===== src/hdl/chan_defines.svh =====
// sizes shared by the channelizer blocks
// frame size M is limited to 8..64, coefficient memory holds M * taps words
`ifndef CHAN_DEFINES_SVH
`define CHAN_DEFINES_SVH

// largest frame and its log2
`define CHAN_MAX_M 64
`define CHAN_LOG_MAX_M 6

// filter taps per phase
`define CHAN_TAPS 4
`define CHAN_COEF_DEPTH 256

`define CHAN_RESET_CNT 8
`define CHAN_DEFAULT_M 64

`endif


===== src/hdl/chan_stream_pkg.sv =====
// sample and stream beat types
// samples are 16-bit signed I and Q, with I in the upper half of the word
`include "chan_defines.svh"

package chan_stream_pkg;

    typedef struct packed {
        logic signed [15:0] i;
        logic signed [15:0] q;
    } iq_t;

    // phase inside a frame, or bin index at the output
    typedef logic [`CHAN_LOG_MAX_M-1:0] phase_t;

    typedef struct packed {
        iq_t    sample;
        phase_t phase;
        logic   last;
    } filt_beat_t;

    typedef struct packed {
        phase_t bin;
        logic   parity;
    } out_user_t;

endpackage


===== src/hdl/downselect.sv =====
// bin mask and packet framing on the output stream
// mask words load in order, bins 0-31 first; payload length 0 acts as 1
`timescale 1ns/1ps
`include "chan_defines.svh"

module downselect import chan_stream_pkg::*; (
    input  logic        clk,
    input  logic        sync_reset,
    input  logic        int_reset_i,
    input  logic        s_valid_i,
    input  iq_t         s_data_i,
    input  phase_t      s_bin_i,
    input  logic        s_parity_i,
    output logic        s_ready_o,
    input  logic [15:0] payload_length_i,
    input  logic        select_valid_i,
    input  logic [31:0] select_data_i,
    input  logic        select_last_i,
    output logic        select_ready_o,
    output logic        m_valid_o,
    output iq_t         m_data_o,
    output out_user_t   m_user_o,
    output logic        m_last_o,
    input  logic        m_ready_i
);

    logic [`CHAN_MAX_M-1:0] mask;
    logic        sel_word;
    logic [15:0] beat_cnt;
    logic [15:0] len_eff;
    logic        keep;
    logic        take;
    logic        pkt_end;

    assign keep = mask[s_bin_i];
    // masked bins are always consumed
    assign s_ready_o = !int_reset_i && (!keep || !m_valid_o || m_ready_i);
    assign take = s_valid_i && s_ready_o;
    assign select_ready_o = !int_reset_i;
    assign len_eff = (payload_length_i == 16'd0) ? 16'd1 : payload_length_i;
    assign pkt_end = (beat_cnt == len_eff - 16'd1);

    always_ff @(posedge clk, posedge sync_reset) begin
        if (sync_reset) begin
            mask <= '1;
            sel_word <= 1'b0;
        end else if (select_valid_i && select_ready_o) begin
            mask[sel_word*32 +: 32] <= select_data_i;
            sel_word <= select_last_i ? 1'b0 : ~sel_word;
        end
    end

    always_ff @(posedge clk, posedge sync_reset) begin
        if (sync_reset) begin
            m_valid_o <= 1'b0;
            beat_cnt <= '0;
        end else if (int_reset_i) begin
            m_valid_o <= 1'b0;
            beat_cnt <= '0;
        end else if (take && keep) begin
            m_valid_o <= 1'b1;
            beat_cnt <= pkt_end ? 16'd0 : beat_cnt + 16'd1;
        end else if (m_ready_i) begin
            m_valid_o <= 1'b0;
        end
    end

    always_ff @(posedge clk) begin
        if (take && keep) begin
            m_data_o <= s_data_i;
            m_user_o.bin <= s_bin_i;
            m_user_o.parity <= s_parity_i;
            m_last_o <= pkt_end;
        end
    end

endmodule


===== config.mk =====
export PLATFORM = sky130hd
export DESIGN_NAME = downselect
export DESIGN_NICKNAME = d
export VERILOG_FILES = /design/src/hdl/chan_stream_pkg.sv /design/src/hdl/downselect.sv
export VERILOG_INCLUDE_DIRS = /design/src /design/src/hdl
export SDC_FILE = /design/constraint.sdc
export NUM_CORES = 1
export LEC_CHECK = 0
export BUFFER_PORTS_ARGS = -buffer_cell sky130_fd_sc_hd__clkbuf_2
export CORE_ASPECT_RATIO = 1.1
export CORE_UTILIZATION = 49
export CTS_CLUSTER_DIAMETER = 120
export DETAILED_ROUTE_END_ITERATION = 10
export HOLD_SLACK_MARGIN = 0.06
export PLACE_DENSITY = 0.87
export SYNTH_ARGS = -nofsm -noshare
export SYNTH_HDL_FRONTEND = slang
export SYNTH_SLANG_ARGS = --single-unit
export TNS_END_PERCENT = 50

===== constraint.sdc =====
create_clock -name clk -period 3.5 [get_ports clk]
set_input_delay 1.05 -clock clk [delete_from_list [all_inputs] [get_ports clk]]
set_output_delay 1.05 -clock clk [all_outputs]
set_load 0.02 [all_outputs]

## Word-level counts from Yosys, hierarchy flattened

Cells that the tools add are included.

| word-level totals | value |
|---|---|
| flip-flop bits (word level) | 122 |
| input port bits | 94 |
| output and inout bits | 43 |
| logic and storage cells | 40 |

| cells by class | value |
|---|---|
| add/subtract/negate cells | 3 |
| order comparisons | 1 |
| eq/ne operators | 1 |
| shift operators | 2 |
| mux-type cells | 11 |
| bitwise logic cells | 1 |
| reduce and logical (&&, ||, !) cells | 12 |

Operators by type and width:

| cell | number |
|---|---|
| $bwmux W64 | 1 |
| $mux W16 | 4 |
| $shift A32 B34 Y64 const A | 1 |
| $shiftx A32 B34 Y64 | 1 |
| $neg A6 Y34 | 1 |
| $add A16 B1 Y16 const B | 1 |
| $eq A16 B16 Y1 | 1 |
| $logic_not A16 Y1 | 1 |
| $sub A16 B1 Y16 const B | 1 |
| $lt A6 B7 Y1 const B | 1 |
| $bmux W1 S6 | 1 |
| $mux W1 | 5 |
| $logic_and A1 B1 Y1 | 4 |
| $logic_not A1 Y1 | 3 |
| $reduce_bool A3 Y1 | 1 |
| $logic_or A1 B1 Y1 | 2 |
| $reduce_bool A2 Y1 | 1 |
| $not A1 Y1 | 1 |

## Depth between registers and ports, before layout

| logic depth | value |
|---|---|
| word-level depth | 10 |
| gate-level depth with buffers | 15 |
| depth with buffers taken out | 12 |

## Worst setup path after synthesis

No wires, ideal clock.

| path | value |
|---|---|
| path type | input-to-reg |
| start point | input port s_bin_i[1] |
| end point | register m_data_o[0] (netlist name), enable pin |
| setup time | 0.437 ns |
| data arrival time | 4.312 ns |
| required time | 3.063 ns |
| path slack | -1.249 ns |
| stages | 8 |
| path buffers | 2 |
| cells stage by stage | buf_2 -> buf_4 -> mux2i_1 -> mux4_2 -> a221oi_1 -> a32o_1 -> nand2_1 -> nor2_1 |

| on the way | value |
|---|---|
| word-level cells in the longest chain between the ends | 8 |

RTL lines:

| what | RTL line | source |
|---|---|---|
| start: declaration | downselect.sv:12 | `input phase_t s_bin_i,` |
| $bmux W1 S6 * | downselect.sv:35 | `assign keep = mask[s_bin_i];` |
| $mux W1 (implied by the code) * | downselect.sv:35 |  |
| $logic_not A1 Y1 | downselect.sv:37 | `assign s_ready_o = !int_reset_i && (!keep \|\| !m_valid_o \|\| m_ready_i);` |
| $logic_or A1 B1 Y1 (2 in series) | downselect.sv:37 |  |
| $logic_and A1 B1 Y1 | downselect.sv:37 |  |
| $logic_and A1 B1 Y1 | downselect.sv:38 | `assign take = s_valid_i && s_ready_o;` |
| $logic_and A1 B1 Y1 * | downselect.sv:69 | `if (take && keep) begin` |
| end signal: assignment | downselect.sv:70 | `m_data_o <= s_data_i;` |
| end: declaration | downselect.sv:21 | `output iq_t m_data_o,` |

Every way passes the cells marked *; elsewhere a longest branch is shown, timed or not. The select of a mux whose other input is x is not followed.
A chain may end at the register's enable or synchronous reset.

## Worst setup path after layout

| path | value |
|---|---|
| start point | input port s_bin_i[1] |
| end point | output port s_ready_o |

| on the way | value |
|---|---|
| word-level cells in the longest chain between the ends | 6 |

RTL lines:

| what | RTL line | source |
|---|---|---|
| $bmux W1 S6 | downselect.sv:35 |  |
| $mux W1 (implied by the code) | downselect.sv:35 |  |
| $logic_not A1 Y1 | downselect.sv:37 |  |
| $logic_or A1 B1 Y1 (2 in series) | downselect.sv:37 |  |
| $logic_and A1 B1 Y1 | downselect.sv:37 |  |
| end: declaration | downselect.sv:14 | `output logic s_ready_o,` |

Every way passes these cells. The select of a mux whose other input is x is not followed.

==> flow_summary.yaml <==
power:
  combPwrFrac_pct: 20.3
  p_sw_mw: 1.22
  switching_share_pct: 25.7
  p_int_mw: 3.53
  p_leak_nw: 3.32
  seqPwrFrac_pct: 46.1
  p_clk_share_pct: 33.6
  peakVddDrop_uv: 363
  cellPowerDensity_nw_per_um2: 588
cts:
  cts.sinks: 122
  worstSkewPairLatency_ps: 410
  cts_tree: "done"
  hold_buffers: 0
  cts-root-buf: "clkbuf_16"
  clkTransAtPathRegs_ps: 50
  cts_buffers: 17
  cts_max_level: 4
  clockBufferDepth: 2
sta:
  setup_viol_count_final: 17
  slew_headroom_pct: 50.1
  slew_violations: 0
  fin_crit_sh_pct: 109
  hold_viol: 0
  tightest_slew_ps: 747
  rsz0062_at_grt: "true"
  timing.fmax_mhz: 263
  skew_ps: 8.19
  setup_ws_ps: -308
  post-route-min-period_ps: 3810
setup_path:
  crit_path_end_kind: "output pin"
  crit_required_ps: 2450
  slowest_delay_ps: 480
  arrival_ps: 2760
  slowest_stage: "mux4_2"
  worstSetupPathType: "input pin to output pin"
  crit_chain: "clkbuf_16 -> buf_16 -> buf_6 -> mux2i_1 -> mux4_2 -> a221oi_2 -> a32o_2 -> a31oi_1 -> buf_4"
  cp-start-kind: "input pin"
  crit_start: "s_bin_i[1]"
  r2r_start: "beat_cnt[2]$_DFFE_PP0P_"
  cp_max_fo: 6
global_route:
  grt_pass1_vias: 4687
  grt_antenna_before_repair: 0
  grt_pass1_wl_mm: 23.4
  grt_overflow: 0
  grt_use_total_pct: 25.2
  grt_max_degree: 50
floorplan:
  die_w_um: 106
  pin_count: 137
  dieArea_um2: 12400
  rows: 41
  fp.dieH_um: 116
  coreArea_um2: 11500
  initial_core_util_pct: 50.6
routing:
  wirelength_mm: 15.3
  via_per_inst: 5.82
  post_drt_wl_per_cell_um: 19.4
  drc: 0
  dr.pass1.iters: 5
  vias: 4576
  drtAntennaViolNets: 0
  drt_iter0_drc: 375
yosys:
  ys.flop_type: "dfstp_2"
  synth_seq_area_share_pct: 57.1
  synthCells: 428
  yosysWarnings: 0
  synthesis.area_um2: 5840
  synth_edf_count: 40
  avgSynthCellArea_um2: 13.6
  synthesis.nets: 524
  ys_types: 56
  ys_seq_elements: 122
  synthArstFlopShare_pct: 67.2
placed_design:
  detailed_place_hpwl_mm: 10.0
  gp_congestion: 0.883
  post-place-cells: 739
  dpl_cell_area_um2: 7070
  numPortBuffers: 136
hold_path:
  hold_class: "flip-flop to flip-flop"
  min-delay-start: "m_valid_o$_DFFE_PP0P_"
finish:
  regArea_um2: 3330
  multi_input_area_um2: 2660
  final_cell_area_um2: 8080
  nNetsFinal: 719
  final_cell_mix: "130 x clkbuf_2, 66 x mux2_2, 64 x dfstp_2, 44 x buf_4, 40 x edfxtp_1"
  drive_gt1_share_pct: 65.6
  area_growth_pct: 38.4
  final_common_cell: "clkbuf_2"
  n_antenna_cell: 0
  fillers: 778
  stdcell_count: 786
flow_run:
  maxCapViolations: 0
status:
  outcome: "finished with violations"
  violations: "negative setup slack"
==> cell usage after synthesis, drive strengths merged, types with 2 or more instances <==
cell	instances	area share (%)
nand2b	3	0.32
a22oi	6	0.86
nor4	5	0.64
a31oi	3	0.32
or3	10	1.1
mux2	66	13
o21ai	5	0.43
or4	2	0.32
nor2b	7	0.75
xnor2	11	1.6
xor2	5	0.75
edfxtp	40	21
ha	2	0.43
and2	3	0.32
buf	13	1.2
nand3	6	0.51
o31ai	3	0.39
nor4b	3	0.45
nand2	33	2.1
dfstp	64	29
mux2i	15	2.6
inv	8	0.51
nand4	16	1.7
nor3b	4	0.51
dfrtp	18	7.7
a21oi	6	0.51
and3b	2	0.30
o311ai	12	1.8
nor3	4	0.34
nor2	13	0.84
or2	4	0.43
mux4	14	5.4
clkbuf	7	0.45
==> critical path, delay by kind of cell <==
kind,cells,cell delay (ps)
mux,2,590
buf+inv,4,560
compound gates,3,550
==> power by group through the flow <==
stage	clock network, mW	registers, mW	logic, mW
2_1_floorplan	0	2.16	0.595
3_3_place_gp	0	2.17	0.840
3_5_place_dp	0	2.19	0.883
4_1_cts	1.61	2.18	0.940
5_1_grt	1.68	2.23	1.04
6_report	1.60	2.19	0.966
==> through the flow <==
| stage | setup slack [ps] | total power [mW] | TNS [ps] | hold slack, ps | util, % |
|---|---|---|---|---|---|
| global route | -371 | 4.95 | -4960 | 602 | 70.0 |
| detailed placement | -613 | 3.08 | -9490 | 540 | 61.2 |
| finish | -308 | 4.75 | -3430 | 585 | 70.0 |
| floorplan | -411 | 2.75 | -6060 | 484 | - |
| global placement | -505 | 3.01 | -7980 | 514 | 61.2 |
| CTS | -362 | 4.74 | -2970 | 547 | 68.5 |
==> flip-flops by register name (all words and copies together) (netlist names) <==
register / count
beat_cnt: 16
m_valid_o: 1
mask: 64
m_data_o: 32
sel_word: 1
m_last_o: 1
m_user_o: 7
==> metal layers <==
layer  routed length [um]  vias up  track usage (%)
met5                    0        -                0
met1                 6100     2290             30.0
met4                  387        0             11.6
li1                     -     2035                -
met3                  890       40             5.92
met2                 7890      211             43.7
==> cell type report <==
| type | instances | share of cell area [%] |
|---|---|---|
| clock buffer | 22 | 6.01 |
| timing repair buffer | 196 | 16.4 |
| multi-input combinational | 278 | 32.9 |
| inverter | 8 | 0.372 |
| tap | 150 | 2.32 |
| clock inverter | 10 | 0.821 |
| sequential | 122 | 41.3 |
==> kinds of logic (layout without fill, tap and decap cells) <==
family	after synthesis	in the layout	share of synthesized area, %
fa+ha+maj	2	2	0.428
mux	95	95	20.7
flops	122	122	57.1
simple gates	119	119	11.2
xor+xnor	16	16	2.40
buf+inv	28	236	2.19
compound gates	46	46	5.98
==> path summary, 6_finish.rpt <==
| kind | cells after the start | slack (ps) | end |
|---|---|---|---|
| worst max-delay path | 9 | -310 | s_ready_o |
| worst min-delay path | 2 | 580 | m_valid_o$_DFFE_PP0P_ |
| worst max register to register | 8 | 650 | beat_cnt[15]$_DFFE_PP0P_ |
| worst min register to register | 2 | 580 | m_valid_o$_DFFE_PP0P_ |
| max in group asynchronous | 3 | 1970 | mask[5]$_DFFE_PP1P_ |
| min in group asynchronous | 2 | 760 | m_valid_o$_DFFE_PP0P_ |
==> what timing repair did <==
action	in CTS	in global routing
resized for setup	36	30
endpoints found under the setup margin	17	17
cloned	3	0
buffers inserted	12	3
pin swaps	23	17
Power figures use the tool's default switching activity.
