===== src/hdl/chan_defines.svh =====
// sizes shared by the channelizer blocks
// frame size M is limited to 8..64, coefficient memory holds M * taps words
`ifndef CHAN_DEFINES_SVH
`define CHAN_DEFINES_SVH

// largest frame and its log2
`define CHAN_MAX_M 64
`define CHAN_LOG_MAX_M 6

// filter taps per phase
`define CHAN_TAPS 4
`define CHAN_COEF_DEPTH 256

`define CHAN_RESET_CNT 8
`define CHAN_DEFAULT_M 64

`endif


===== src/hdl/chan_ctrl_pkg.sv =====
// control and coefficient reload types
// a reload packet is one header word followed by coefficient words
`include "chan_defines.svh"

package chan_ctrl_pkg;

    typedef struct packed {
        logic [23:0]                          rsvd;
        logic [$clog2(`CHAN_COEF_DEPTH)-1:0]  addr;
    } reload_hdr_t;

    typedef struct packed {
        logic [15:0]        rsvd;
        logic signed [15:0] value;
    } reload_coef_t;

    // first word of a packet is a header, the rest are coefficients
    typedef union packed {
        reload_hdr_t  hdr;
        reload_coef_t coef;
    } reload_word_u;

    typedef struct packed {
        logic [`CHAN_LOG_MAX_M:0] m;
        logic [2:0]               log2m;
    } size_cfg_t;

endpackage


===== src/hdl/chan_ctrl.sv =====
// frame size capture and pipeline restart
// unsupported sizes run as 64, a size of zero is ignored
`timescale 1ns/1ps
`include "chan_defines.svh"

module chan_ctrl import chan_ctrl_pkg::*; (
    input  logic        clk,
    input  logic        sync_reset,
    input  logic [11:0] fft_size_i,
    output size_cfg_t   size_cfg_o,
    output logic        int_reset_o,
    output logic [2:0]  nfft_o
);

    logic [11:0] fft_size_s;
    logic [$clog2(`CHAN_RESET_CNT+1)-1:0] reset_cnt;

    always_ff @(posedge clk, posedge sync_reset) begin
        if (sync_reset) begin
            fft_size_s <= 12'(`CHAN_DEFAULT_M);
            reset_cnt <= ($bits(reset_cnt))'(`CHAN_RESET_CNT);
        end else if (fft_size_i != 12'd0 && fft_size_i != fft_size_s) begin
            // new size, restart the whole pipeline
            fft_size_s <= fft_size_i;
            reset_cnt <= ($bits(reset_cnt))'(`CHAN_RESET_CNT);
        end else if (reset_cnt != '0) begin
            reset_cnt <= reset_cnt - 1'b1;
        end
    end

    assign int_reset_o = (reset_cnt != '0);

    always_comb begin
        case (fft_size_s)
            12'd8: begin
                size_cfg_o.m = 7'd8;
                size_cfg_o.log2m = 3'd3;
            end
            12'd16: begin
                size_cfg_o.m = 7'd16;
                size_cfg_o.log2m = 3'd4;
            end
            12'd32: begin
                size_cfg_o.m = 7'd32;
                size_cfg_o.log2m = 3'd5;
            end
            default: begin
                size_cfg_o.m = 7'(`CHAN_DEFAULT_M);
                size_cfg_o.log2m = 3'(`CHAN_LOG_MAX_M);
            end
        endcase
    end

    assign nfft_o = size_cfg_o.log2m;

endmodule


===== config.mk =====
export PLATFORM = sky130hd
export DESIGN_NAME = chan_ctrl
export DESIGN_NICKNAME = d
export VERILOG_FILES = /design/src/hdl/chan_ctrl_pkg.sv /design/src/hdl/chan_ctrl.sv
export VERILOG_INCLUDE_DIRS = /design/src /design/src/hdl
export SDC_FILE = /design/constraint.sdc
export NUM_CORES = 1
export LEC_CHECK = 0
export BUFFER_PORTS_ARGS = -buffer_cell sky130_fd_sc_hd__buf_2
export CORE_MARGIN = 1
export CORE_UTILIZATION = 50
export CTS_CLUSTER_DIAMETER = 30
export DETAILED_ROUTE_END_ITERATION = 16
export MAX_ROUTING_LAYER = met4
export PLACE_DENSITY = 0.79
export SYNTH_ARGS = -nofsm -noshare
export SYNTH_HDL_FRONTEND = slang
export SYNTH_SLANG_ARGS = --single-unit

===== constraint.sdc =====
create_clock -name clk -period 2 [get_ports clk]
set_input_delay 0.2 -clock clk [delete_from_list [all_inputs] [get_ports clk]]
set_output_delay 0.2 -clock clk [all_outputs]
set_load 0.05 [all_outputs]

# After elaboration in Yosys (flattened, before gate mapping)
# Cells that the tools add are included.
# totals
output_inout_bits,14
register_bits,16
input_bits,14
# op_classes
n_addsub,1
n_reduce_logical,4
n_mux,3
eq_ne,4
# op_table
cell,n
$pmux W10 S3,1
$eq A12 B4 Y1 const B,1
$eq A12 B5 Y1 const B,1
$eq A12 B6 Y1 const B,1
$ne A12 B12 Y1,1
$reduce_bool A12 Y1,1
$mux W4,2
$reduce_bool A4 Y1,1
$sub A4 B1 Y4 const B,1
$reduce_bool A2 Y1,1
$logic_and A1 B1 Y1,1

# Longest topological paths before layout
# Gate-level depths: netlist of run 1.
# depth
depth_word,3
mapped_depth,6
depth_no_buf,5

# Least setup slack after synthesis of run 1
# No wires, ideal clock.
# synth_path
path_type,reg-to-output
from,register fft_size_s[7]
to,output size_cfg_o[2] in the netlist's numbering
path_slack_ns,-1.140
path_stages_with_launch,6
arrival_time_ns,2.940
cell_sequence,dfrtp_1 -> nor4_1 -> nand3_1 -> nor3_1 -> inv_1 -> buf_4
# synth_between
elab_chain_len,2
word_cells_on_any_way,4
classes_between,eq/ne (3); mux (1)
# synth_lines
element,line,text
start: declaration,chan_ctrl.sv:15,logic [11:0] fft_size_s;
start signal: assignment,chan_ctrl.sv:20,fft_size_s <= 12'(`CHAN_DEFAULT_M);
start signal: assignment,chan_ctrl.sv:24,fft_size_s <= fft_size_i;
"$eq A12 B6 Y1, or another cell as far along",chan_ctrl.sv:34,case (fft_size_s)
$pmux W10 S3 (*),chan_ctrl.sv:34,
end: declaration,chan_ctrl.sv:10,"output size_cfg_t size_cfg_o,"
# Every way passes the cells marked *; elsewhere a longest branch is shown, timed or not.

==> flow_summary.toml, run 1 <==
[yosys]
synth_cells = 92
ys_seq_area_share_pct = 41.6
ys_types = 32
yosys_warnings = 0
synth_area_per_cell_um2 = 10.5
synth_area_um2 = 968
ys_ff_latch = 16

[drt]
drt-vias-per-instance = 5.23
drt-total-wl_mm = 1.93
drt-wirelength-per-cell_um = 13.7
dr.pass1.iters = 3
vias = 737
drc = 0
drtIter0Drc = 8
ant_nets = 0

[critical_path]
cpPeakStageDelay_ns = 0.41
cp-start-kind = "flop"
path_depth = 5
cp.buffers_inverters = 2
crit_arrival_ns = 1.72
critical_path.top_delay_family = "simple AND/OR/NAND/NOR gates"
r2r_cells = 4
cp_slowest_cell = "dfrtp_1"
critical_path_class = "reg2out"
critPathMaxFanout = 6
cp_data_required_time_ns = 1.80
end_kind = "output pin"
worstPathCellList = "nor4_2 -> nand3_1 -> buf_4 -> nor4b_2 -> clkbuf_4"

[placed_design]
placed_cell_area_mm2 = 0.00108
port_buffers = 24
place_congestion = 0.809
dp_hpwl_mm = 1.52

[final_layout]
area_growth_pct = 20.4
fin_util_pct = 66.1
drive_gt1_share_pct = 37.1
stdcell_area_mm2 = 0.00117
fillers = 165
diodes = 0
nets = 132

[grt]
grt_pass1_vias = 632
grt_pass1_wl_mm = 2.86
grt.overflow.total = 0
grt_start_max_net_pins = 17
gr-usage-all-layers_pct = 20.1
antenna_found_initial = 0

[clocking]
path_clk_slew_ns = 0.10
cts_buffers = 3
ctsRootBufferMaster = "clkbuf_4"
cts_max_level = 1
cts_sinks = 16
cts_buffer_depth = 2
clkLatencyLatePin_ns = 0.30
cts_tree = "yes"

[sta]
tightestPinTransition_ns = 0.590
max_slew_margin_pct = 60.6
max_freq_ghz = 0.522
setup_viol = 0
hold_violations = 0
maxSlewViolCount = 0
grt_setup_unrepaired = "yes"
fin_crit_sh_pct = 95.8
fin_crit_ns = 1.92
clock_skew_ns = 0.0117

[power]
p_leak_nw = 0.552
power_density_mw_per_mm2 = 576
peakVddDrop_v = 0.000356

[hold_path]
hold_path_depth = 2
hold_path_class = "in2reg"

[run]
cap_violations = 0

[floorplanning]
floorplan.initialDensity_pct = 54.9
std_cell_rows = 15
die_w_um = 46.0
core_mm2 = 0.00176
dieArea_mm2 = 0.00212
io_pins = 28
die_y_um = 46.0

[run_status]
outcome = "finished clean"
[Yosys cell counts, drive strengths merged]
master | number | share of area [%]
a211o | 1 | 0.90
a211oi | 2 | 1.5
a21o | 4 | 3.1
a21oi | 1 | 0.52
a22o | 8 | 7.4
a31o | 1 | 0.90
a31oi | 1 | 0.65
and3 | 1 | 0.65
buf | 7 | 5.8
clkbuf | 2 | 0.78
conb | 1 | 0.39
dfrtp | 14 | 36
dfstp | 2 | 5.4
ha | 1 | 1.3
inv | 4 | 1.5
nand2b | 4 | 2.6
nand3 | 2 | 1.0
nand3b | 1 | 0.78
nor2 | 5 | 1.9
nor3 | 4 | 2.1
nor4 | 7 | 7.4
nor4b | 1 | 0.90
o211ai | 1 | 1.3
o21bai | 1 | 0.78
or3 | 1 | 0.65
or3b | 1 | 0.90
xnor2 | 2 | 1.8
xor2 | 12 | 11
[final cells by class]
| class | count | area (um2) | share of cell area, % |
|---|---|---|---|
| multi-input combinational | 65 | 523 | 44.8 |
| tap | 25 | 31.3 | 2.68 |
| sequential | 16 | 403 | 34.5 |
| timing repair buffer | 27 | 158 | 13.5 |
| clock buffer | 4 | 36.3 | 3.11 |
| inverter | 4 | 15.0 | 1.29 |
[routing by layer]
metal  vias to the layer above  wire (um)  share of wire (%)  track usage, %
li1                        376          -                  -               -
met1                       344        908                 47            27.3
met2                        12        943                 49            30.1
met3                         5         42                2.2            3.57
met4                         0         31                1.6            7.06
met5                         -          0                  0               -
[metrics by stage]
stage	hold WS (ns)	power [mW]	setup slack (ns)	TNS (ns)	cells
after floorplan	0.112	0.428	-0.558	-1.12	94
after global placement	0.291	0.451	0.315	0	134
after detailed placement	0.287	0.454	0.297	0	134
after CTS	0.125	0.665	0.0215	0	140
after global routing	0.125	0.694	-0.00766	-0.00766	141
final	0.111	0.671	0.0840	0	141
[cells by family after synthesis]
| group | share of synthesized area [%] |
|---|---|
| simple gates | 18.9 |
| compound gates | 17.1 |
| flops | 41.6 |
| xor+xnor | 12.7 |
| buf+inv | 8.14 |
| fa+ha+maj | 1.29 |
| other cells | 0.387 |
[flip-flops by register name, summed over array words and instances (netlist names)]
signal and cells:
reset_cnt 4, fft_size_s 12
[layout by cell type (no fill, tap or decap), types with 4 or more instances in the layout]
master and n:
a21o_1 4, a22o_1 7, buf_2 19, buf_4 5, clkbuf_4 5, dfrtp_1 14
inv_1 4, nand2b_1 4, nor2_1 5, xor2_1 12
[power by group]
part           internal, mW  switching (mW)  total (mW)  leakage (nW)
clock network         0.111           0.107       0.218        0.0210
registers             0.337          0.0180       0.355         0.191
logic                0.0393          0.0589      0.0981         0.340
total                 0.487           0.184       0.671         0.552
[path summary, 6_finish.rpt]
check	start	endpoint	slack (ns)
min	fft_size_i[1]	fft_size_s[1]	0.11
min in group asynchronous	sync_reset	fft_size_s[3]	0.49
min reg2reg	fft_size_s[1]	fft_size_s[1]	0.54
max reg2reg	fft_size_s[5]	fft_size_s[0]	0.27
max in group asynchronous	sync_reset	reset_cnt[1]	1.11
max	fft_size_s[7]	size_cfg_o[7]	0.08
[what timing repair did]
| item | 4_1_cts | 5_1_grt |
|---|---|---|
| pin swaps | 1 | 0 |
| endpoints found under the setup margin | 7 | 9 |
| hold buffers | 1 | 0 |
| gates resized for setup | 0 | 10 |
| gates cloned | 0 | 0 |
| setup buffers | 1 | 1 |
| hold endpoints to repair | 14 | 0 |
Note: power is estimated with default switching activity, not from simulation.
==> run 2: changes to the inputs <==
--- a/config.mk
+++ b/config.mk
@@ -8,11 +8,11 @@
 export LEC_CHECK = 0
 export BUFFER_PORTS_ARGS = -buffer_cell sky130_fd_sc_hd__buf_2
 export CORE_MARGIN = 1
-export CORE_UTILIZATION = 50
+export CORE_UTILIZATION = 45
 export CTS_CLUSTER_DIAMETER = 30
 export DETAILED_ROUTE_END_ITERATION = 16
 export MAX_ROUTING_LAYER = met4
-export PLACE_DENSITY = 0.79
+export PLACE_DENSITY = 0.76
 export SYNTH_ARGS = -nofsm -noshare
 export SYNTH_HDL_FRONTEND = slang
 export SYNTH_SLANG_ARGS = --single-unit
==> constraint.sdc (replaced) <==
create_clock -name clk -period 1.6 [get_ports clk]
set_input_delay 0.16 -clock clk [delete_from_list [all_inputs] [get_ports clk]]
set_output_delay 0.16 -clock clk [all_outputs]
set_load 0.05 [all_outputs]
==> run 2 against run 1 <==
The flow now finishes with violations (setup timing). Hold slack got worse by 0.030 ns. Non-clock buffer count grew 15. Critical endpoint is now size_cfg_o[8]. Highest routed layer unchanged. Critical path type unchanged. Register-to-register slack lost 0.40 ns. Largest power group unchanged.
==> flow_summary.toml, run 2 (same netlist as run 1, synthesis figures left out) <==
[clocking]
cts_tree = "yes"
clkLatencyLatePin_ns = 0.30
cts_buffers = 3
path_clk_slew_ns = 0.10
cts_sinks = 16
ctsRootBufferMaster = "clkbuf_4"
cts_max_level = 1
cts_buffer_depth = 2

[grt]
antenna_found_initial = 0
grt.overflow.total = 0
grt_pass1_wl_mm = 4.32
grt_pass1_vias = 921
grt_start_max_net_pins = 17
gr-usage-all-layers_pct = 25.2

[critical_path]
reg2reg_to = "fft_size_s[10]"
cp_data_required_time_ns = 1.44
critPathCapture = "size_cfg_o[8]"
critical_path_class = "reg2out"
r2r_cells = 6
r2r_start = "fft_size_s[6]"
r2r_setup_slack_ns = -0.13
critPathMaxFanout = 6
cp-start-kind = "flop"
end_kind = "output pin"
cp-startpoint = "fft_size_s[7]"
crit_arrival_ns = 1.69

[final_layout]
fillers = 126
top_register = "fft_size_s"
fin_cells = 158
nets = 147
largest_reg_flops = 12
final_common_cell = "buf_4"
largestRegisters = "fft_size_s (12), reset_cnt (4)"
drive_gt1_share_pct = 57.3
final_cell_mix = "16 x buf_4, 13 x dfrtp_1, 13 x buf_2, 11 x buf_6, 9 x xor2_1"
area_growth_pct = 55.0
diodes = 0

[drt]
drt-wirelength-per-cell_um = 18.1
drtIter0Drc = 18
drc = 0
drt-vias-per-instance = 5.63
dr.pass1.iters = 4
ant_nets = 0
vias = 889
drt-total-wl_mm = 2.87

[floorplanning]
floorplan.initialDensity_pct = 48.4
std_cell_rows = 16
dieArea_mm2 = 0.00234
io_pins = 28
core_mm2 = 0.00200
die_w_um = 48.4
die_y_um = 48.4

[hold_path]
hold_path_class = "in2reg"

[sta]
setup_tns_ns = -3.07
fin_crit_ns = 1.85
tightestPinTransition_ns = 0.618
clock_skew_ns = 0.00788
setup_viol = 21
fin_ws_ns = -0.246
fin_crit_sh_pct = 115
maxSlewViolCount = 0
max_slew_margin_pct = 58.7
hold_violations = 0
max_freq_ghz = 0.542
grt_setup_unrepaired = "yes"

[run_status]
outcome = "finished with violations"
violations = "setup timing"

[run]
cap_violations = 0

[placed_design]
place_congestion = 0.815
dp_hpwl_mm = 1.65
port_buffers = 24
dp_cells = 144

[power]
p_leak_nw = 0.682
p_sw_share_pct = 29.8
p_int_mw = 0.632
power_density_mw_per_mm2 = 600
combPwrFrac_pct = 20.5
pwr-share-clk_pct = 30.8
p_switching_mw = 0.268
peakVddDrop_v = 0.000453
seq_power_share_pct = 48.7
run 2: cell count changes in the layout (fill, tap and decap cells not counted), sizes merged:
cell    previous run  this run
buf               24        41
clkbuf             6         4
run 2: stage by stage:
| stage | power, mW | util, % | worst slack, ns | hold WS (ns) | area [um2] |
|---|---|---|---|---|---|
| floorplan | 0.539 | - | -0.621 | 0.0723 | 1030 |
| global placement | 0.583 | 58.4 | 0.000739 | 0.251 | 1170 |
| detailed placement | 0.587 | 58.4 | -0.0633 | 0.266 | 1170 |
| CTS | 0.884 | 70.4 | -0.281 | 0.0684 | 1410 |
| global route | 0.933 | 75.0 | -0.305 | 0.0807 | 1500 |
| finish | 0.900 | 75.0 | -0.246 | 0.0815 | 1500 |
run 2: timing repair:
action / in CTS / in global routing
endpoints found under the setup margin: 21 / 23
endpoints found under the hold margin: 14 / 0
setup buffers: 6 / 3
resized for setup: 37 / 13
hold buffers: 1 / 0
pin swaps: 8 / 7
run 2: layout make-up:
cell class	count	area, um2	share of cell area, %
Inverter	4	15.0	1.00
Tap cell	27	33.8	2.25
Clock buffer	4	36.3	2.42
Multi-Input combinational cell	65	678	45.2
Timing Repair Buffer	42	334	22.2
Sequential cell	16	404	26.9
run 2: worst max-delay path: stages, from the launching register on:
cell	delay, ns
dfrtp_1	0.42
nor4_4	0.31
nand3_4	0.18
buf_4	0.18
nor3_4	0.11
buf_6	0.18
run 2: layer usage:
| layer | vias to the layer above | GRT usage (%) | wire (um) |
|---|---|---|---|
| li1 | 400 | - | - |
| met1 | 450 | 27.1 | 1170 |
| met2 | 28 | 44.8 | 1520 |
| met3 | 11 | 4.09 | 81 |
| met4 | 0 | 12.7 | 94 |
| met5 | - | - | 0 |
run 2: power by group through the flow:
stage                     Combinational, mW  Sequential [mW]  Clock, mW
after floorplan                      0.0965            0.443          0
after global placement                0.141            0.442          0
after detailed placement              0.144            0.444          0
after CTS                             0.160            0.438      0.287
after global routing                  0.194            0.440      0.299
final                                 0.185            0.438      0.277
run 2: worst min-delay path by stage:
stage             startpoint            end  slack, ns  cells after the start
2_1_floorplan     sync_reset  fft_size_s[0]       0.07                      1
3_3_place_gp      sync_reset  fft_size_s[9]       0.25                      2
3_5_place_dp      sync_reset  fft_size_s[0]       0.27                      2
4_1_cts        fft_size_i[9]  fft_size_s[9]       0.07                      2
5_1_grt        fft_size_i[9]  fft_size_s[9]       0.08                      2
6_report       fft_size_i[9]  fft_size_s[9]       0.08                      2
