`src/hdl/chan_defines.svh`:
```
// sizes shared by the channelizer blocks
// frame size M is limited to 8..64, coefficient memory holds M * taps words
`ifndef CHAN_DEFINES_SVH
`define CHAN_DEFINES_SVH

// largest frame and its log2
`define CHAN_MAX_M 64
`define CHAN_LOG_MAX_M 6

// filter taps per phase
`define CHAN_TAPS 4
`define CHAN_COEF_DEPTH 256

`define CHAN_RESET_CNT 8
`define CHAN_DEFAULT_M 64

`endif

```
`src/hdl/chan_stream_pkg.sv`:
```
// sample and stream beat types
// samples are 16-bit signed I and Q, with I in the upper half of the word
`include "chan_defines.svh"

package chan_stream_pkg;

    typedef struct packed {
        logic signed [15:0] i;
        logic signed [15:0] q;
    } iq_t;

    // phase inside a frame, or bin index at the output
    typedef logic [`CHAN_LOG_MAX_M-1:0] phase_t;

    typedef struct packed {
        iq_t    sample;
        phase_t phase;
        logic   last;
    } filt_beat_t;

    typedef struct packed {
        phase_t bin;
        logic   parity;
    } out_user_t;

endpackage

```
`src/hdl/chan_ctrl_pkg.sv`:
```
// control and coefficient reload types
// a reload packet is one header word followed by coefficient words
`include "chan_defines.svh"

package chan_ctrl_pkg;

    typedef struct packed {
        logic [23:0]                          rsvd;
        logic [$clog2(`CHAN_COEF_DEPTH)-1:0]  addr;
    } reload_hdr_t;

    typedef struct packed {
        logic [15:0]        rsvd;
        logic signed [15:0] value;
    } reload_coef_t;

    // first word of a packet is a header, the rest are coefficients
    typedef union packed {
        reload_hdr_t  hdr;
        reload_coef_t coef;
    } reload_word_u;

    typedef struct packed {
        logic [`CHAN_LOG_MAX_M:0] m;
        logic [2:0]               log2m;
    } size_cfg_t;

endpackage

```
`src/hdl/input_buffer.sv`:
```
// tags input samples with their phase and marks the frame end
// one register stage, ready is held low during the internal reset
`timescale 1ns/1ps

module input_buffer import chan_stream_pkg::*, chan_ctrl_pkg::*; (
    input  logic       clk,
    input  logic       sync_reset,
    input  logic       int_reset_i,
    input  size_cfg_t  size_cfg_i,
    input  logic       s_valid_i,
    input  iq_t        s_data_i,
    output logic       s_ready_o,
    output logic       m_valid_o,
    output filt_beat_t m_beat_o,
    input  logic       m_ready_i
);

    phase_t phase;
    phase_t last_phase;
    logic   take;

    assign last_phase = phase_t'(size_cfg_i.m - 7'd1);
    assign s_ready_o = !int_reset_i && (!m_valid_o || m_ready_i);
    assign take = s_valid_i && s_ready_o;

    always_ff @(posedge clk, posedge sync_reset) begin
        if (sync_reset) begin
            phase <= '0;
            m_valid_o <= 1'b0;
        end else if (int_reset_i) begin
            phase <= '0;
            m_valid_o <= 1'b0;
        end else if (take) begin
            phase <= (phase == last_phase) ? '0 : phase + 1'b1;
            m_valid_o <= 1'b1;
        end else if (m_ready_i) begin
            m_valid_o <= 1'b0;
        end
    end

    always_ff @(posedge clk) begin
        if (take) begin
            m_beat_o.sample <= s_data_i;
            m_beat_o.phase <= phase;
            m_beat_o.last <= (phase == last_phase);
        end
    end

endmodule

```
`config.mk`:
```
export PLATFORM = sky130hd
export DESIGN_NAME = input_buffer
export DESIGN_NICKNAME = d
export VERILOG_FILES = /design/src/hdl/chan_stream_pkg.sv /design/src/hdl/chan_ctrl_pkg.sv /design/src/hdl/input_buffer.sv
export VERILOG_INCLUDE_DIRS = /design/src /design/src/hdl
export SDC_FILE = /design/constraint.sdc
export NUM_CORES = 1
export LEC_CHECK = 0
export ABC_AREA = 1
export ABC_CLOCK_PERIOD_IN_PS = 2300
export BUFFER_PORTS_ARGS = -buffer_cell sky130_fd_sc_hd__buf_2
export CAP_MARGIN = 10
export CORE_AREA = 2 2 64 90
export CTS_BUF_LIST = sky130_fd_sc_hd__clkbuf_8
export DETAILED_ROUTE_END_ITERATION = 16
export DIE_AREA = 0 0 66 92
export GPL_TIMING_DRIVEN = 0
export SLEW_MARGIN = 20
export SYNTH_ARGS = -nofsm -noshare
export SYNTH_HDL_FRONTEND = slang
export SYNTH_SLANG_ARGS = --single-unit
```
`constraint.sdc`:
```
create_clock -name clk -period 2.3 [get_ports clk]
set_clock_uncertainty 0.15 [all_clocks]
set_input_delay 0.46 -clock clk [delete_from_list [all_inputs] [get_ports clk]]
set_output_delay 0.46 -clock clk [all_outputs]
set_load 0.005 [all_outputs]
```
# Word-level counts from Yosys, hierarchy flattened
# Index checks and enable logic that the tools add are counted.
# classes
muxes	6
n_shift	0
addsub	2
bitwise_logic	0
n_eq_ne	1
div_mod_pow	0
reduce_logical	7
magnitude_cmp	0
multipliers	0
# ops
cell	count
6-bit two-way mux	3
6-bit by 1-bit adder with 6-bit output (second input constant)	1
6-bit equality test	1
6-bit by 1-bit subtractor with 6-bit output (second input constant)	1
1-bit two-way mux	3
3-bit nonzero test	1
1-bit logical AND	2
1-bit zero test	2
2-bit nonzero test	1
1-bit logical OR	1
# word_totals
mem_count	0
regBits	46
romBits	0
latch_bits	0
inputBits	47
ram_bits	0

# Longest topological paths before layout
# Gate-level depths: netlist of the first run.
# logic_depth
depth_word	6
depth_mapped	11
ltp_nobuf	11

# Worst setup path after synthesis of the first run
# No wires, ideal clock.
# synth_path
path_type	input-to-reg
start	input port m_ready_i
end	register phase[0]
t_arrival_ns	1.611
cell_stages	9
path_buffers	0
slack_ns	0.474
t_required_ns	2.085
cell_sequence	inv_1 nand2_1 inv_1 nor2_1 nand2_2 clkinv_2 nor2_2 nand2_1 nand2_1
# synth_via
elab_chain_len	4
# synth_rtl
element	line	source
start, declared	input_buffer.sv:15	input logic m_ready_i
1-bit logical OR	input_buffer.sv:23	assign s_ready_o = !int_reset_i && (!m_valid_o || m_ready_i);
1-bit logical AND	input_buffer.sv:23	
via s_ready_o	input_buffer.sv:12	output logic s_ready_o,
1-bit logical AND	input_buffer.sv:24	assign take = s_valid_i && s_ready_o;
via take	input_buffer.sv:20	logic take;
2-bit nonzero test (no line)	n/a	
end signal, assigned	input_buffer.sv:34	phase <= (phase == last_phase) ? '0 : phase + 1'b1;
end, declared	input_buffer.sv:18	phase_t phase;
# The timed path passes the listed nets, and every way through them passes these cells.
# A chain may end at the register's enable or synchronous reset.

# Worst setup path in the final report of the first run
# layout_path
start	register m_valid_o
end	register phase[3]
# layout_via
elab_chain_len	5
# layout_rtl
element	line	source
start, declared	input_buffer.sv:13	output logic m_valid_o,
start signal, assigned	input_buffer.sv:29	m_valid_o <= 1'b0;
start signal, assigned	input_buffer.sv:32	m_valid_o <= 1'b0;
start signal, assigned	input_buffer.sv:35	m_valid_o <= 1'b1;
1-bit zero test	input_buffer.sv:23	
1-bit logical OR	input_buffer.sv:23	
1-bit logical AND	input_buffer.sv:23	
1-bit logical AND	input_buffer.sv:24	
via take	input_buffer.sv:20	
2-bit nonzero test (no line)	n/a	
# The timed path passes the listed nets, and every way through them passes these cells.

==> results of run 1 <==
## sequential cells by signal (all words and copies together) (netlist names)
name	count
m_beat_o	39
m_valid_o	1
phase	6
## metal layers
metal	track usage (%)	wire [µm]	vias up
met4	5.61	70	0
li1	-	-	640
met2	19.4	1580	72
met1	10.6	1170	566
met5	0	0	-
met3	5.15	510	5
## power breakdown
part	internal, mW	total (mW)	leakage (nW)	switching (mW)
combinational	0.0640	0.135	0.609	0.0715
clock	0.314	0.553	0.0517	0.239
sequential	0.946	0.959	0.461	0.0133
## layout make-up
cell class                      count  area [µm²]
Clock buffer                        5        68.8
Clock inverter                      2        33.8
Fill cell                         524        2970
Inverter                           18        68.8
Multi-Input combinational cell     76         370
Sequential cell                    46        1350
Tap cell                           68        85.1
Timing Repair Buffer               84         425
## per-stage QoR
stage	setup slack, ps	power [mW]	std cells
3_3_place_gp	26.2	1.11	291
6_report	315	1.65	299
2_1_floorplan	474	1.04	140
5_1_grt	62.6	1.73	299
4_1_cts	215	1.67	299
3_5_place_dp	-7.98	1.12	291
## cells by family after synthesis
kind of cell | Yosys count | share of synthesized area [%]
DFF | 46 | 75.4
AOI/OAI and AO/OA | 2 | 0.560
xor gates and xnor gates | 5 | 2.45
and+or+nand+nor | 67 | 16.3
adders and majority gates | 2 | 1.40
buffers and inverters | 18 | 3.85
## worst register-to-register path: cells and delay by family (launching register included)
| kind | cells | cell delay [ps] |
|---|---|---|
| buf+inv | 2 | 590 |
| simple gates | 6 | 830 |
| flops | 1 | 350 |
## how the worst min path moves through the flow
| stage | to | slack, ps | depth (start not counted) |
|---|---|---|---|
| floorplan | m_valid_o | 110 | 1 |
| global placement | m_valid_o | 250 | 2 |
| detailed placement | m_valid_o | 250 | 2 |
| CTS | m_beat_o[11] | 180 | 1 |
| global route | m_beat_o[33] | 170 | 1 |
| finish | m_beat_o[19] | 190 | 1 |
## cells in the mapped netlist
| master | n | area [µm²] |
|---|---|---|
| inv_1 | 16 | 60.1 |
| edfxtp_1 | 39 | 1170 |
| nor2_4 | 1 | 11.3 |
| nand2_1 | 39 | 146 |
| xor2_1 | 3 | 26.3 |
| dfrtp_1 | 7 | 175 |
| ha_1 | 2 | 25.0 |
| clkinv_2 | 1 | 5.00 |
| nor2_1 | 11 | 41.3 |
| o21ai_0 | 1 | 5.00 |
| nand3_1 | 10 | 50.1 |
| nand3_2 | 1 | 10.0 |
| nor2_2 | 2 | 12.5 |
| xnor2_1 | 2 | 17.5 |
| a21oi_1 | 1 | 5.00 |
| inv_2 | 1 | 3.75 |
| nand2_2 | 2 | 12.5 |
| nor3b_1 | 1 | 7.51 |
## repair_timing
item,4_1_cts,5_1_grt
gates resized for setup,0,0
hold endpoints to repair,7,0
hold buffers,1,0
==> results.md, run 1 <==
* Peak VDD IR at roughly 0.00034 V
* CP Capture Type: flop
* First-pass GRT wire length at between 5 and 6 mm
* Hold Vio Cnt, Final at 0
* Crit start category: flop
* Setup repair bufs after CTS at 0
* Slowest-stage cell, CP: clkinv_2
* Post-layout util at approximately 45%
* Routed length per placed instance at around 11 µm
* Leakage power at between 1 and 1.5 nW
* R2r endpoint: phase[3]
* # setup viols final at 0
* H-tree lvl count at 2
* DRC at 0
* Longest Clk Path Bufs at 2
* Design area at approximately 0.0024 mm²
* Clk root buf: clkbuf_8
* Max-slew headroom at 55.7%
* Later-pin clock latency in the skew report at slightly below 300 ps
* Synth Register Bits at 46
* DRT iter0 DRCs at 106
* Area growth from synthesis to layout at 34.3%
* Cell area after synthesis at 0.00179 mm²
* Setup_tns at 0 ps
* Share of the yosys chip area belonging to registers at between 70% and 80%
* Die area at around 0.0061 mm²
* Mapped Cells at 140
* R2R depth at 8
* Grt ovf at 0
* Slew Limit Fails at 0
* Critical path's top delay family: simple AND/OR/NAND/NOR gates
* Worst hold slack at 193 ps
* Crit-path cells: nand2_1 > inv_1 > nor2_1 > nand2_2 > clkinv_2 > nor2_2 > nand2_1 > nand2_1
* Initial antenna violation count at 0
* Clk slew on worst S/H paths at ~80 ps
* Hold Crit Class: input port to flop
* Yosys cell types at 18
* Worst Path Arrival at ~2100 ps
* Most frequent cells in the layout: buf_2 (83), nand2_1 (39), edfxtp_1 (39)
* R2R Setup Slk at about 310 ps
* Min-delay src: s_data_i[12]
* Power per cell area at a little under 700 mW/mm²
* CP most frequent cell: nand2_1
* Crit path required time at 2380 ps
* Commonest non-fill, non-tap cell in the layout: buf_2
* DR pass1 iterations at 4
* Io pins at a little under 90
* CORE AREA at 0.00537 mm²
* CP Capture Point: phase[3]
* Stages on the worst setup path at 8
* WS Path Type: flop to flop
* Final #Nets at 280
* Layout cells sized above 1 at 42.0%
* Max Cap Viol at 0
* Starting density of the core at 33.3%
* CTS tree: built
* Highest Clock Rate at slightly above 0.5 GHz
* Row Count at 32
* Post-DP HPWL at roughly 2.6 mm
* Status: finished clean
* Antenna Diode Count at 0
* Synth warn at 0
* Number of clock sinks at 46
* CTS buffer count at 5
* Largest net degree at the start of global routing at 43
* Detailed-route vias per instance at 4.29
* Total Wirelength at around 3.3 mm
* CP max FO at between 40 and 50
* Net Count, Synth at between 150 and 200
* Worst-margin pin slew at about 660 ps
* RSZ-0062 raised after global routing: no
* Vias in the first global route at approximately 1200
* Worst path buffer plus inverter count at 2
* Chip Width at about 66 µm
* Critical path origin: m_valid_o
* Placed Area at ~0.0023 mm²
* Placer Congestion at 0.742
* GRT Overall Usage at between 10% and 20%
* Syn Area/Cell at about 13 µm²
* Routed vias at 1283
* Die Y at 92 µm
* Remaining antenna violation count at 0
* RR Startpoint: m_valid_o
* Fin crit share at 86.3%
* Final min period at approximately 2000 ps
* Port Buffers at a little over 80
* Worst path max stage delay at approximately 530 ps
Note: power is estimated with default switching activity, not from simulation.
==> run 2: changes to the inputs <==
--- a/config.mk
+++ b/config.mk
@@ -6,14 +6,13 @@
 export SDC_FILE = /design/constraint.sdc
 export NUM_CORES = 1
 export LEC_CHECK = 0
-export ABC_AREA = 1
 export ABC_CLOCK_PERIOD_IN_PS = 2300
 export BUFFER_PORTS_ARGS = -buffer_cell sky130_fd_sc_hd__buf_2
 export CAP_MARGIN = 10
-export CORE_AREA = 2 2 64 90
+export CORE_AREA = 5 5 66 92
 export CTS_BUF_LIST = sky130_fd_sc_hd__clkbuf_8
 export DETAILED_ROUTE_END_ITERATION = 16
-export DIE_AREA = 0 0 66 92
+export DIE_AREA = 0 0 71 97
 export GPL_TIMING_DRIVEN = 0
 export SLEW_MARGIN = 20
 export SYNTH_ARGS = -nofsm -noshare
==> run 2 against run 1 <==
Net effect: first-iteration DRC count fell by 31%; non-clock buffer count did not move; fmax fell by 2.8%; core utilization rose by 0.82 points; critical endpoint is now phase[4]; design area fell by 2.8%; power fell by 6.5%; sequential power barely moved; sequential share of layout area rose by 1.6 points; register-to-register slack got worse by 60 ps; wire length rose by 3.9%; global-route usage fell by 0.89 points.
==> results.md, run 2 <==
* Status: finished clean
* Crit start category: flop
* Net Count, Synth at 151 (-20%)
* CTS tree: built
* Critical path's top delay family: simple AND/OR/NAND/NOR gates
* H-tree lvl count at 2 (unchanged)
* CP Capture Point: phase[4]
* Worst Path Arrival at 2120 ps (+50 ps)
* Synth warn at 0 (unchanged)
* Port Buffers at 83 (unchanged)
* Vias in the first global route at 1118 (-3.2%)
* Grt ovf at 0 (unchanged)
* Clk root buf: clkbuf_8
* Largest area contributor in the netlist: edfxtp_1
* Final #Nets at 244 (-13%)
* Synth Register Bits at 46 (unchanged)
* R2R depth at 6 (-2)
* GRT Overall Usage at 10.2% (-0.89 points)
* Hold Crit Class: input port to flop
* RR Startpoint: m_valid_o
* NetSw at 0.324 mW (about the same)
* Post-DP HPWL at 2.73 mm (+4.7%)
* Share of the synthesized area in the top cell type at 67.9% (+2.3 points)
* Max Cap Viol at 0 (unchanged)
* Filler cells at 497 (-5.2%)
* Later-pin clock latency in the skew report at 290 ps (about the same)
* Worst-margin pin slew at 438 ps (-226 ps)
* DRC at 0 (unchanged)
* Critical path origin: m_valid_o
* CP Capture Type: flop
* Commonest non-fill, non-tap cell in the layout: buf_2
* R2R Setup Slk at 260 ps (-60 ps)
* Mapped Cells at 102 (-27%)
* Post-layout util at 45.5% (+0.82 points)
* Power per cell area at 661 mW/mm² (-3.7%)
* Seq pwr share at 62.2% (+4.0 points)
* Max reg flops at 39 (unchanged)
* Tot Pwr at 1.54 mW (-6.5%)
* Detailed-route vias per instance at 4.44 (+3.5%)
* Remaining antenna violation count at 0 (unchanged)
* Die Y at 97 µm (+5.4%)
* Worst path max stage delay at 370 ps (-160 ps)
* Post-synth EDFFs at 39 (unchanged)
* Top cells by area, synth: edfxtp_1 (68%), dfrtp_1 (10%), xor2_1 (2.5%)
* Internal Power at 1.22 mW (-8.0%)
* Clock power share at 28.7% (-4.9 points)
* Syn Area/Cell at 16.9 µm² (+33%)
* Layout cells sized above 1 at 49.0% (+7.0 points)
* Fin crit share at 88.8% (+2.5 points)
* Row Count at 31 (-3.1%)
* Most frequent cells in the layout: buf_2 (83), edfxtp_1 (39), nor2_1 (7), dfrtp_1 (7)
* Share of the yosys chip area belonging to registers at 78.0% (+2.6 points)
* Final min period at 2040 ps (+57.0 ps)
* Highest Clock Rate at 0.490 GHz (-2.8%)
* Leakage power at 1.01 nW (-9.9%)
* RSZ-0062 raised after global routing: no
* Crit path required time at 2380 ps (about the same)
* Io pins at 88 (unchanged)
* First-pass GRT wire length at 5.40 mm (+7.2%)
* Largest net degree at the start of global routing at 22 (-49%)
* Crit-path cells: nor2b_1 > nor2_1 > nand2_1 > clkinvlp_4 > nor2_1 > a22o_1
* Longest Clk Path Bufs at 2 (unchanged)
* Slew Limit Fails at 0 (unchanged)
* Total Wirelength at 3.46 mm (+3.9%)
* CTS buffer count at 5 (unchanged)
* Commonest cells post-synth: edfxtp_1 (39), dfrtp_1 (7), nor2_1 (7)
* Max-slew headroom at 70.7% (+15 points)
* Cell area after synthesis at 0.00173 mm² (-3.4%)
* CP max FO at 11 (-74%)
* Worst path buffer plus inverter count at 1 (-1)
* Pre-CTS setup slack at -427 ps (-419 ps)
* Design area at 0.00233 mm² (-2.8%)
* CP most frequent cell: nor2_1
* Clk slew on worst S/H paths at 80 ps (about the same)
* Regs by FF count: m_beat_o: 39 flops, phase: 6 flops, m_valid_o: 1 flops
* Chip Width at 71 µm (+7.6%)
* Post-synth ARST share at 15.2% (unchanged)
* Starting density of the core at 33.7% (+0.42 points)
* Routed vias at 1164 (-9.3%)
* Number of clock sinks at 46 (unchanged)
* PnR worst setup slack at 258 ps (-57.0 ps)
* Antenna Diode Count at 0 (unchanged)
* Switching Share at 21.0% (+1.4 points)
* WS Path Type: flop to flop
* Area growth from synthesis to layout at 35.1%
* Setup repair bufs after CTS at 0 (unchanged)
* DR pass1 iterations at 4 (unchanged)
* Top reg by flops: m_beat_o
* Placed Area at 0.00223 mm² (-2.6%)
* Initial antenna violation count at 0 (unchanged)
* # setup viols final at 0 (unchanged)
* DRT iter0 DRCs at 73 (-31%)
* CORE AREA at 0.00512 mm² (-4.6%)
* Top_reg_cell synth: edfxtp_1
* Slowest-stage cell, CP: clkinvlp_4
* Peak VDD IR at 0.000216 V (-36%)
* Die area at 0.00689 mm² (+13%)
* Comb power frac at 9.1% (+0.9 points)
* Routed length per placed instance at 13.2 µm (+19%)
* Hold Vio Cnt, Final at 0 (unchanged)
* R2r endpoint: phase[4]
* Stages on the worst setup path at 6 (-2)
* Yosys cell types at 25 (+7)
* Placer Congestion at 0.714 (-3.8%)
* Count leader, synth: edfxtp_1
run 2: layer usage:
metal / routed length, µm / vias up / track usage, %
met3: 427 / 6 / 3.94
met5: 0 / - / 0
met2: 1590 / 67 / 16.1
met1: 1360 / 524 / 11.8
met4: 84 / 0 / 5.64
li1: - / 567 / -
run 2: stage by stage:
| stage | instances | setup TNS [ps] | hold WS, ps |
|---|---|---|---|
| 2_1_floorplan | 102 | 0 | 113 |
| 3_3_place_gp | 251 | -7960 | 262 |
| 3_5_place_dp | 251 | -5870 | 261 |
| 4_1_cts | 261 | 0 | 183 |
| 5_1_grt | 262 | 0 | 174 |
| 6_report | 262 | 0 | 193 |
run 2: logic make-up (layout without fill, tap and decap cells):
family          count (synthesis)  count (layout)  synth area share [%]
compound gates                 15              15                  7.76
xor+xnor                        8               8                  4.06
fa+ha+maj                       2               2                  1.45
buf+inv                         5              99                  1.09
flops                          46              46                  78.0
simple gates                   26              26                  7.62
run 2: power groups by stage:
stage          clock [mW]  combinational [mW]  sequential [mW]
2_1_floorplan           0              0.0561            0.981
3_3_place_gp            0               0.138            0.978
3_5_place_dp            0               0.141            0.978
4_1_cts             0.460               0.145            0.959
5_1_grt             0.489               0.157            0.963
6_report            0.442               0.141            0.958
run 2: timing repair:
action / CTS / global route
setup endpoints to repair: 6 / 5
resized for setup: 1 / 0
cloned: 1 / 1
hold endpoints to repair: 7 / 0
hold buffers: 1 / 0
run 2: cell type report:
type | count | area [µm²] | share of cell area (%)
multi-input cells | 51 | 360 | 15.5
repair buffers | 84 | 425 | 18.3
clock buffers | 5 | 68.8 | 2.95
inverters | 5 | 22.5 | 0.966
well taps | 66 | 82.6 | 3.54
flip-flops and latches | 46 | 1350 | 57.8
repair inverters | 2 | 12.5 | 0.537
clock inverters | 3 | 12.5 | 0.537
run 2: how the worst min path moves through the flow:
stage / from / endpoint / slack, ps / cells after the start
after floorplan: sync_reset / m_valid_o / 110 / 1
after global placement: sync_reset / m_valid_o / 260 / 2
after detailed placement: sync_reset / m_valid_o / 260 / 2
after CTS: s_data_i[15] / m_beat_o[22] / 180 / 1
after global routing: s_data_i[15] / m_beat_o[22] / 170 / 1
final: s_data_i[1] / m_beat_o[8] / 190 / 1
==> run 3: changes to the inputs <==
--- a/config.mk
+++ b/config.mk
@@ -8,12 +8,13 @@
 export LEC_CHECK = 0
 export ABC_CLOCK_PERIOD_IN_PS = 2300
 export BUFFER_PORTS_ARGS = -buffer_cell sky130_fd_sc_hd__buf_2
-export CAP_MARGIN = 10
-export CORE_AREA = 5 5 66 92
+export CAP_MARGIN = 20
+export CORE_AREA = 5 5 58 81
 export CTS_BUF_LIST = sky130_fd_sc_hd__clkbuf_8
 export DETAILED_ROUTE_END_ITERATION = 16
-export DIE_AREA = 0 0 71 97
+export DIE_AREA = 0 0 63 86
 export GPL_TIMING_DRIVEN = 0
+export PLACE_DENSITY = 0.79
 export SLEW_MARGIN = 20
 export SYNTH_ARGS = -nofsm -noshare
 export SYNTH_HDL_FRONTEND = slang
==> run 3 against run 2 <==
Net effect: power is 0.22% lower; largest power group unchanged; sequential cell count stayed put; critical path type unchanged; via count is 1.0% higher; die area is 21% lower.
==> results.md, run 3 (synthesis gave the netlist of run 2 again) <==
* Register area at 0.00135 mm² (unchanged)
* Multi-input gate area at 360 µm² (unchanged)
* CP max FO at 11 (unchanged)
* Placer Congestion at 0.702 (-1.7%)
* Worst-margin pin slew at 448 ps (+9.80 ps)
* Final #Nets at 244 (unchanged)
* Clk root buf: clkbuf_8
* Chip Width at 63 µm (-11%)
* WS Path Type: flop to flop
* Io pins at 88 (unchanged)
* Max Cap Viol at 0 (unchanged)
* Metal-1 WL at 1.24 mm (-9.3%)
* DR top layer: met4
* Antenna Diode Count at 0 (unchanged)
* H-tree lvl count at 2 (unchanged)
* Tot Pwr at 1.54 mW (-0.22%)
* Status: finished clean
* DRT iter0 DRCs at 42 (-42%)
* Die area at 0.00542 mm² (-21%)
* # setup viols final at 0 (unchanged)
* Detailed-route vias per instance at 4.92 (+11%)
* Filler cells at 298 (-40%)
* Hold Vio Cnt, Final at 0 (unchanged)
* Met2 wire length at 1.69 mm (+6.6%)
* Row Count at 27 (-13%)
* Highest Clock Rate at 0.502 GHz (+2.5%)
* Vias in the first global route at 1151 (+3.0%)
* Pre-CTS setup slack at -401 ps (+26.0 ps)
* Longest Clk Path Bufs at 2 (unchanged)
* Worst Path Arrival at 2070 ps (-50 ps)
* CTS tree: built
* Starting density of the core at 44.4% (+11 points)
* Setup_tns at 0 ps (unchanged)
* GRT Overall Usage at 13.2% (+3.0 points)
* Layout cells sized above 1 at 49.0% (unchanged)
* Slew Limit Fails at 0 (unchanged)
* Grt ovf at 0 (unchanged)
* DRC at 0 (unchanged)
* Clk slew on worst S/H paths at 70 ps (about the same)
* CORE AREA at 0.00388 mm² (-24%)
* Later-pin clock latency in the skew report at 280 ps (about the same)
* Total Wirelength at 3.48 mm (+0.43%)
* Peak VDD IR at 0.000588 V (+170%)
* Initial antenna violation count at 0 (unchanged)
* Remaining antenna violation count at 0 (unchanged)
* Most frequent cells in the layout: buf_2 (83), edfxtp_1 (39), nor2_1 (7), dfrtp_1 (7)
* CP Capture Type: flop
* Die Y at 86 µm (-11%)
* Met3 routed WL at 475 µm (+11%)
* Max-slew headroom at 70.0% (-0.76 points)
* Leakage power at 1.01 nW (unchanged)
* Power per cell area at 668 mW/mm² (+1.0%)
* Crit start category: flop
* Port Buffers at 83 (unchanged)
* Max reg flops at 39 (unchanged)
* Largest net degree at the start of global routing at 22 (unchanged)
* Routed length per placed instance at 14.5 µm (+10%)
* Final min period at 1990 ps (-49.6 ps)
* Area growth from synthesis to layout at 33.4%
* Commonest non-fill, non-tap cell in the layout: buf_2
* Top reg by flops: m_beat_o
* Hold Crit Class: input port to flop
* First-pass GRT wire length at 5.50 mm (+1.8%)
* Post-DP HPWL at 2.66 mm (-2.5%)
* PnR worst setup slack at 307 ps (+49.6 ps)
* RSZ-0062 raised after global routing: no
* Crit path required time at 2380 ps (about the same)
* Fin crit share at 86.6% (-2.2 points)
* Routed vias at 1176 (+1.0%)
* DR pass1 iterations at 4 (unchanged)
* CTS buffer count at 5 (unchanged)
* Number of clock sinks at 46 (unchanged)
* Regs by FF count: m_beat_o: 39 flops, phase: 6 flops, m_valid_o: 1 flops
## run 3: cell counts in the layout (fill, tap and decap cells not counted)
Identical to the previous run, type by type.
## run 3: worst paths after layout
| check | startpoint | to | slack (ps) | depth (start not counted) |
|---|---|---|---|---|
| worst min-delay path | s_data_i[9] | m_beat_o[16] | 190 | 1 |
| min in group asynchronous | sync_reset | phase[3] | 490 | 3 |
| max in group asynchronous | sync_reset | phase[4] | 1300 | 3 |
| worst max-delay path | m_valid_o | phase[0] | 310 | 6 |
| worst min register to register | phase[1] | m_beat_o[2] | 420 | 0 |
| worst max register to register | m_valid_o | phase[0] | 310 | 6 |
## run 3: per-layer routing
metal	track usage (%)	vias to the layer above
li1	-	564
met5	0	-
met2	22.1	71
met3	5.64	6
met1	14.3	535
met4	6.37	0
## run 3: timing repair
action / in CTS / in global routing
setup buffers: 0 / 0
resized for setup: 1 / 0
hold endpoints to repair: 7 / 0
hold buffers: 1 / 0
cloned: 1 / 1
endpoints found under the setup margin: 5 / 5
## run 3: cell type report
class	instances	area share, %
clock buffers	5	2.99
multi-input cells	51	15.7
inverters	5	0.978
clock inverters	3	0.543
flip-flops and latches	46	58.5
repair buffers	84	18.5
repair inverters	2	0.543
well taps	43	2.34
## run 3: critical path, cell delays in order, from the launching register on
cell	delay [ps]
dfrtp_1	340
nor2b_1	170
nor2_1	70
nand2_1	330
clkinvlp_4	360
nor2_1	320
a22o_1	190
## run 3: report_power, final
group          switching [mW]  leakage [nW]  internal (mW)
Sequential             0.0138         0.461          0.945
Clock                   0.234        0.0468          0.204
Combinational          0.0727         0.502         0.0678
## run 3: metrics by stage
step | instances | utilization [%] | area, µm² | hold slack [ps]
2_1_floorplan | 102 | - | 1730 | 113
5_1_grt | 239 | 59.3 | 2300 | 181
3_5_place_dp | 228 | 56.6 | 2200 | 250
4_1_cts | 238 | 59.1 | 2300 | 182
6_report | 239 | 59.3 | 2300 | 195
3_3_place_gp | 228 | 56.6 | 2200 | 246
